File: config.mk
export PLATFORM = sky130hd
export DESIGN_NAME = tdc_ctrl_top
export DESIGN_NICKNAME = d
export VERILOG_FILES = /design/src/common/tdc_ctrl_pkg.sv /design/src/hw/main_control.sv /design/src/hw/meas_trigger.sv /design/src/hw/tdc_ctrl_top.sv /design/src/hw/uart_rx.sv
export SDC_FILE = /design/constraint.sdc
export NUM_CORES = 1
export LEC_CHECK = 0
export BUFFER_PORTS_ARGS = -buffer_cell sky130_fd_sc_hd__buf_2
export CORE_ASPECT_RATIO = 0.6
export CORE_UTILIZATION = 40
export DETAILED_ROUTE_END_ITERATION = 8
export HOLD_SLACK_MARGIN = 0.05
export SETUP_SLACK_MARGIN = 0.1
export SYNTH_ARGS = -nofsm -noshare
export SYNTH_HDL_FRONTEND = slang
export SYNTH_SLANG_ARGS = --single-unit
File: constraint.sdc
create_clock -name clk -period 2.2 [get_ports clk]
set_input_delay 0.11 -clock clk [delete_from_list [all_inputs] [get_ports clk]]
set_output_delay 0.11 -clock clk [all_outputs]
set_load 0.02 [all_outputs]
File: src/common/tdc_ctrl_pkg.sv
package tdc_ctrl_pkg;

  // Widths that carry a meaning
  typedef logic [7:0]  byte_t;        // One received UART byte
  typedef logic [19:0] wait_cnt_t;    // Boot wait counter, up to about 20 ms
  typedef logic [9:0]  period_cnt_t;  // Trigger period counter

  // UART timing, 115200 baud at 50 MHz
  localparam int clks_per_bit = 434;

  // TDC boot time after the enable rises, 2 ms at 50 MHz
  // The TDC needs roughly 1.7 ms before it accepts a soft reset
  localparam int enable_wait_cycles = 100000;

  // Interval between two start pulses
  localparam int trigger_period_cycles = 1000;

  // Host command bytes
  localparam byte_t cmd_boot  = 8'h64;  // ASCII "d"
  localparam byte_t cmd_play  = 8'h70;  // ASCII "p"
  localparam byte_t cmd_pause = 8'h73;  // ASCII "s"

  // Power-up sequencer of main_control
  typedef enum logic [1:0] {
    idle,
    enable_low,
    enable_high,
    soft_reset
  } ctrl_state_t;

endpackage

File: src/hw/main_control.sv
`timescale 1ns/1ns

// Command decoder and TDC power-up sequencer
module main_control (
  input  logic                clk,
  input  logic                rst,
  input  tdc_ctrl_pkg::byte_t rx_data,
  input  logic                rx_valid,
  output logic                tdc_enable,
  output logic                soft_reset,
  output logic                play,
  output logic                pause
);

  tdc_ctrl_pkg::ctrl_state_t state_d, state_q;
  tdc_ctrl_pkg::wait_cnt_t   wait_cnt_d, wait_cnt_q;

  logic enable_d, enable_q;
  logic soft_reset_d, soft_reset_q;
  logic play_d, play_q;
  logic pause_d, pause_q;

  logic is_boot;
  logic is_play;
  logic is_pause;
  logic wait_done;

  assign is_boot  = rx_valid && (rx_data == tdc_ctrl_pkg::cmd_boot);
  assign is_play  = rx_valid && (rx_data == tdc_ctrl_pkg::cmd_play);
  assign is_pause = rx_valid && (rx_data == tdc_ctrl_pkg::cmd_pause);

  // Last cycle of the boot wait, soft reset follows in the next one
  assign wait_done =
    (wait_cnt_q == tdc_ctrl_pkg::wait_cnt_t'(tdc_ctrl_pkg::enable_wait_cycles - 1));

  assign tdc_enable = enable_q;
  assign soft_reset = soft_reset_q;
  assign play       = play_q;
  assign pause      = pause_q;

  always_comb begin
    state_d      = state_q;
    wait_cnt_d   = wait_cnt_q;
    enable_d     = enable_q;
    soft_reset_d = 1'b0;  // Pulse only
    play_d       = play_q;
    pause_d      = pause_q;

    case (state_q)
      tdc_ctrl_pkg::idle: begin
        // Bytes are only looked at here, anything else is dropped
        if (is_boot) begin
          enable_d = 1'b0;
          state_d  = tdc_ctrl_pkg::enable_low;
        end else if (is_play) begin
          play_d  = 1'b1;
          pause_d = 1'b0;
        end else if (is_pause) begin
          play_d  = 1'b0;
          pause_d = 1'b1;
        end
      end

      tdc_ctrl_pkg::enable_low: begin
        enable_d   = 1'b1;  // Low-to-high edge powers the TDC up
        wait_cnt_d = '0;
        state_d    = tdc_ctrl_pkg::enable_high;
      end

      tdc_ctrl_pkg::enable_high: begin
        if (wait_done) begin
          soft_reset_d = 1'b1;
          state_d      = tdc_ctrl_pkg::soft_reset;
        end else begin
          wait_cnt_d = wait_cnt_q + 1'b1;
        end
      end

      tdc_ctrl_pkg::soft_reset: begin
        state_d = tdc_ctrl_pkg::idle;
      end

      default: begin
        state_d = tdc_ctrl_pkg::idle;
      end
    endcase
  end

  always_ff @(posedge clk) begin
    if (rst) begin
      state_q      <= tdc_ctrl_pkg::idle;
      wait_cnt_q   <= '0;
      enable_q     <= 1'b0;
      soft_reset_q <= 1'b0;
      play_q       <= 1'b0;
      pause_q      <= 1'b0;
    end else begin
      state_q      <= state_d;
      wait_cnt_q   <= wait_cnt_d;
      enable_q     <= enable_d;
      soft_reset_q <= soft_reset_d;
      play_q       <= play_d;
      pause_q      <= pause_d;
    end
  end

  // Soft reset lands on a TDC that has been enabled for the whole boot wait
  soft_reset_after_enable: assert property (
    @(posedge clk) disable iff (rst)
    soft_reset |-> tdc_enable && $past(tdc_enable)
  );

  play_pause_exclusive: assert property (
    @(posedge clk) disable iff (rst)
    !(play && pause)
  );

endmodule

File: src/hw/meas_trigger.sv
`timescale 1ns/1ns

// Periodic TDC start pulse while play is active
module meas_trigger (
  input  logic clk,
  input  logic rst,
  input  logic play,
  output logic start
);

  tdc_ctrl_pkg::period_cnt_t period_cnt;

  logic play_q;
  logic play_rise;
  logic period_wrap;
  logic start_q;

  assign play_rise   = play & ~play_q;
  assign period_wrap =
    (period_cnt == tdc_ctrl_pkg::period_cnt_t'(tdc_ctrl_pkg::trigger_period_cycles - 1));

  // A pulse scheduled in the cycle play drops is swallowed
  assign start = start_q & play;

  always_ff @(posedge clk) begin
    if (rst) begin
      play_q     <= 1'b0;
      period_cnt <= '0;
      start_q    <= 1'b0;
    end else begin
      play_q <= play;

      if (!play) begin
        period_cnt <= '0;  // Stopped and cleared
        start_q    <= 1'b0;
      end else if (play_rise) begin
        period_cnt <= '0;
        start_q    <= 1'b1;  // First pulse one cycle after the edge
      end else if (period_wrap) begin
        period_cnt <= '0;
        start_q    <= 1'b1;
      end else begin
        period_cnt <= period_cnt + 1'b1;
        start_q    <= 1'b0;
      end
    end
  end

  // Never a pulse on the first cycle of play, it always follows the edge
  start_inside_play: assert property (
    @(posedge clk) disable iff (rst)
    start |-> play && $past(play)
  );

endmodule

File: src/hw/tdc_ctrl_top.sv
`timescale 1ns/1ns

// TDC control front end: UART commands in, TDC control levels out
module tdc_ctrl_top (
  input  logic clk,
  input  logic rst,
  input  logic uart_rxd,
  output logic tdc_enable,
  output logic tdc_soft_reset,
  output logic tdc_start,
  output logic play,
  output logic pause
);

  tdc_ctrl_pkg::byte_t rx_data;
  logic                rx_valid;  // One cycle, no back-pressure
  logic                play_lvl;

  assign play = play_lvl;

  uart_rx i_uart_rx (
    .clk   (clk),
    .rst   (rst),
    .rxd   (uart_rxd),
    .data  (rx_data),
    .valid (rx_valid)
  );

  main_control i_main_control (
    .clk        (clk),
    .rst        (rst),
    .rx_data    (rx_data),
    .rx_valid   (rx_valid),
    .tdc_enable (tdc_enable),
    .soft_reset (tdc_soft_reset),
    .play       (play_lvl),
    .pause      (pause)
  );

  // Start pulses run off the play level only
  meas_trigger i_meas_trigger (
    .clk   (clk),
    .rst   (rst),
    .play  (play_lvl),
    .start (tdc_start)
  );

endmodule

File: src/hw/uart_rx.sv
`timescale 1ns/1ns

// 8N1 receiver, fixed baud rate
module uart_rx (
  input  logic                clk,
  input  logic                rst,
  input  logic                rxd,
  output tdc_ctrl_pkg::byte_t data,
  output logic                valid
);

  typedef enum logic [1:0] {
    st_idle,
    st_start,
    st_bits,
    st_stop
  } rx_state_t;

  typedef logic [$clog2(tdc_ctrl_pkg::clks_per_bit)-1:0] baud_cnt_t;

  logic [1:0]          rxd_sync;   // Two-flop synchronizer
  logic                rxd_prev;   // Last synchronized level
  rx_state_t           state;
  baud_cnt_t           baud_cnt;
  logic [2:0]          bit_idx;
  tdc_ctrl_pkg::byte_t shift;

  logic rxd_s;
  logic fall;
  logic half_bit;
  logic full_bit;

  assign rxd_s = rxd_sync[1];
  assign fall  = rxd_prev & ~rxd_s;  // Start bit begins

  // Middle of the start bit, counted from the falling edge
  assign half_bit = (baud_cnt == baud_cnt_t'(tdc_ctrl_pkg::clks_per_bit / 2 - 1));
  // One full bit on from the last sampling point, so again mid-bit
  assign full_bit = (baud_cnt == baud_cnt_t'(tdc_ctrl_pkg::clks_per_bit - 1));

  always_ff @(posedge clk) begin
    if (rst) begin
      rxd_sync <= 2'b11;  // Idle line is high
      rxd_prev <= 1'b1;
    end else begin
      rxd_sync <= {rxd_sync[0], rxd};
      rxd_prev <= rxd_s;
    end
  end

  always_ff @(posedge clk) begin
    if (rst) begin
      state    <= st_idle;
      baud_cnt <= '0;
      bit_idx  <= '0;
      shift    <= '0;
      data     <= '0;
      valid    <= 1'b0;
    end else begin
      valid <= 1'b0;

      case (state)
        st_idle: begin
          baud_cnt <= '0;
          bit_idx  <= '0;
          if (fall) begin
            state <= st_start;
          end
        end

        st_start: begin
          if (half_bit) begin
            baud_cnt <= '0;
            // A start bit that is gone again by mid-bit was a glitch
            state <= rxd_s ? st_idle : st_bits;
          end else begin
            baud_cnt <= baud_cnt + 1'b1;
          end
        end

        st_bits: begin
          if (full_bit) begin
            baud_cnt <= '0;
            shift    <= {rxd_s, shift[7:1]};  // LSB arrives first
            bit_idx  <= bit_idx + 1'b1;
            if (bit_idx == 3'd7) begin
              state <= st_stop;
            end
          end else begin
            baud_cnt <= baud_cnt + 1'b1;
          end
        end

        st_stop: begin
          if (full_bit) begin
            baud_cnt <= '0;
            state    <= st_idle;
            // Framing error drops the byte silently
            if (rxd_s) begin
              data  <= shift;
              valid <= 1'b1;
            end
          end else begin
            baud_cnt <= baud_cnt + 1'b1;
          end
        end

        default: begin
          state <= st_idle;
        end
      endcase
    end
  end

  // One strobe per frame, a frame lasts far longer than one cycle
  valid_one_cycle: assert property (
    @(posedge clk) disable iff (rst)
    valid |=> !valid
  );

endmodule

==> impl_metrics.toml <==
[run_status]
status = "finished clean"

[power_and_ir_drop]
p_comb_share_pct = 6.2
p_int_uw = 2160
peakVddDrop_v = 0.000509
power.switching_uw = 682
leakagePower_uw = 0.00132
clock_power_share_pct = 47.2
switching_share_pct = 24.0
pwr-share-seq_pct = 46.7
power.density_nw_per_um2 = 760

[clock_network]
cts_setup_buffers = 0
cts_tree = "done"
insertion_delay_ns = 0.34
htreeDepth = 3
cts.path.max_buffers = 2
path_clk_slew_ns = 0.06
cts.sinks = 72
root_buffer = "clkbuf_16"
cts_buffers = 9

[timing]
finalWorstSetupSlack_ns = 0.277
tightest_slew_ns = 0.627
max_freq_mhz = 520
finalHoldViolations = 0
setup_viol = 0
slew_viol_final = 0
slew_headroom_pct = 58.2
fin_crit_ns = 1.92
rsz0062_at_grt = "no"
fin_hold_ws_ns = 0.283
fin_worst_skew_ns = 0.00791
setup_tns_ns = 0
final.period_utilization_pct = 87.4

[detailed_routing]
vias = 2567
antenna_left = 0
drt-total-wl_mm = 6.76
post_drt_wl_per_cell_um = 14.0
avgViaCountPerCell = 5.31
drcViolationCount = 0
first_iter_violations = 147
drt-pass1-iter-count = 4

[critical_path]
slowest_stage = "nor3_1"
required_ns = 2.46
critPathTopFamily = "simple AND/OR/NAND/NOR gates"
crit_buf_inv = 0
startpoint_type = "register"
cp_slowest_stage_delay_ns = 0.46
crit_fanout = 5
cp.arrival_ns = 2.18
rr_startpoint = "i_main_control.wait_cnt_q[0]$_SDFFE_PP0P_"
crit_start = "i_main_control.wait_cnt_q[0]$_SDFFE_PP0P_"
crit_path_end_kind = "register"
crit_type = "reg -> reg"
cp_cell_sequence = "ha_1 -> and4_1 -> nand2_1 -> nor3_1 -> o311ai_0 -> a31oi_1"

[die]
die_width_um = 119
die_area_um2 = 8610
ios = 8
rows = 25
dieHeight_um = 72.3
core_um2 = 7910
start_util_pct = 41.6

[synthesis]
ys_top_cells_by_area = "dfxtp_1 44%, mux2i_1 5.5%, nor2_1 5.4%, ha_1 4.2%, nand3_1 3.3%"
synth_ff_type = "dfxtp_1"
synth_common_cells = "72 x dfxtp_1, 47 x nor2_1, 25 x nand2_1"
ys_seq_area_share_pct = 43.8
avgSynthCellArea_um2 = 9.20
synth_cell_type_count = 53
synth_edf_count = 0
yosysMostFrequentCell = "dfxtp_1"
synth_warnings = 0
synth_top_area_share_pct = 43.8
synthCells = 358
synth_fp_nets = 372
async_reset_ff_share_pct = 0
synth-seq-cells = 72
synth_top_area_cell = "dfxtp_1"
synth_area_um2 = 3290

[final_layout]
areaGrowthSynthToFinish_pct = 13.6
multi_input_area_um2 = 1750
antennaDiodeCount = 0
postLayoutCellArea_um2 = 3740
ff_latch_area_um2 = 1440
fillerInstances = 758
drive_gt1_share_pct = 11.7
nNetsFinal = 384

[place]
place_area_um2 = 3450
place.port_buffers = 7
gp_congestion = 0.909
hpwlAfterDp_mm = 4.57
dp_slack_ns = 0.272

[global_routing]
grt_pass1_vias = 2355
grt_max_degree = 34
grt_overflow = 0
grt_pass1_wl_mm = 11.7
grt_usage_pct = 17.7
grt_antenna_before_repair = 0

[min_path]
min_path_type = "in -> reg"
min_from = "rst"

[run]
max_cap_violations = 0
flip-flops by register name, summed over array words and instances, names as in the netlist, 2 cells and up, named ones only:
signal / count
i_main_control.wait_cnt_q: 20
i_meas_trigger.period_cnt: 10
i_uart_rx.baud_cnt: 9
i_uart_rx.data: 8
i_uart_rx.shift: 8
i_uart_rx.bit_idx: 3
i_main_control.state_q: 2
i_uart_rx.rxd_sync: 2
layer usage:
layer	GRT usage, %	up-vias	share of wire, %
met5	0	-	0
met3	4.72	8	5.1
met2	24.4	39	40
met1	25.2	1198	53
li1	-	1322	-
met4	8.86	0	1.9
final timing paths:
kind / endpoint / slack, ns / depth (start not counted)
max: i_main_control.wait_cnt_q[5]$_SDFFE_PP0P_ / 0.28 / 6
min: i_uart_rx.data[7]$_SDFFE_PP0P_ / 0.28 / 2
max reg2reg: i_main_control.wait_cnt_q[5]$_SDFFE_PP0P_ / 0.28 / 6
min reg2reg: i_uart_rx.rxd_sync[1]$_SDFF_PP1_ / 0.41 / 1
cell families after synthesis:
logic type / Yosys count / share of synthesized area [%]
multiplexers: 19 / 5.82
flip-flops: 72 / 43.8
buffers and inverters: 25 / 3.19
AO/OA/AOI/OAI: 55 / 11.3
XOR/XNOR: 18 / 4.79
adder cells (fa/ha/maj): 11 / 4.18
AND/OR/NAND/NOR: 158 / 26.9
layout by cell type (no fill, tap or decap), types with 6 or more instances in the layout:
cell and instances:
o21ai_0 9, clkbuf_16 9, dfxtp_1 72, nor2_1 47, xnor2_1 7, nand4_1 7, buf_2 7, mux2i_1 18
ha_1 11, nand3_1 22, nor4_1 7, xor2_1 11, nand2_1 25, buf_4 6, a21oi_1 13, inv_1 12
and2_1 6
what timing repair did:
item                                    4_1_cts  5_1_grt
resized for setup                             0        1
hold buffers                                  1        0
endpoints found under the hold margin         1        0
endpoints found under the setup margin        0        2
final cells by class:
type | count | area share [%]
clock inverter | 5 | 0.870
sequential | 72 | 38.5
inverter | 12 | 1.20
timing repair buffer | 14 | 2.41
tap | 108 | 3.61
clock buffer | 11 | 6.49
multi-input combinational | 261 | 46.9
worst register-to-register path, delay by kind of cell, from the launching register on:
| family | cells | cell delay, ns |
|---|---|---|
| AOI/OAI and AO/OA | 2 | 0.40 |
| adders and majority gates | 1 | 0.22 |
| DFF | 1 | 0.38 |
| and+or+nand+nor | 3 | 0.84 |
metrics by stage:
stage / utilization [%] / power (µW) / cells
2_1_floorplan: - / 1470 / 358
3_3_place_gp: 43.6 / 1530 / 466
3_5_place_dp: 43.6 / 1530 / 466
4_1_cts: 47.2 / 2880 / 483
5_1_grt: 47.3 / 2950 / 483
6_report: 47.3 / 2840 / 483
power by group through the flow:
stage / Clock, µW / Sequential, µW / Combinational [µW]
floorplan: 0 / 1350 / 118
global placement: 0 / 1360 / 171
detailed placement: 0 / 1360 / 170
CTS: 1380 / 1330 / 173
global route: 1420 / 1330 / 197
finish: 1340 / 1330 / 175
Power figures use the tool's default switching activity.
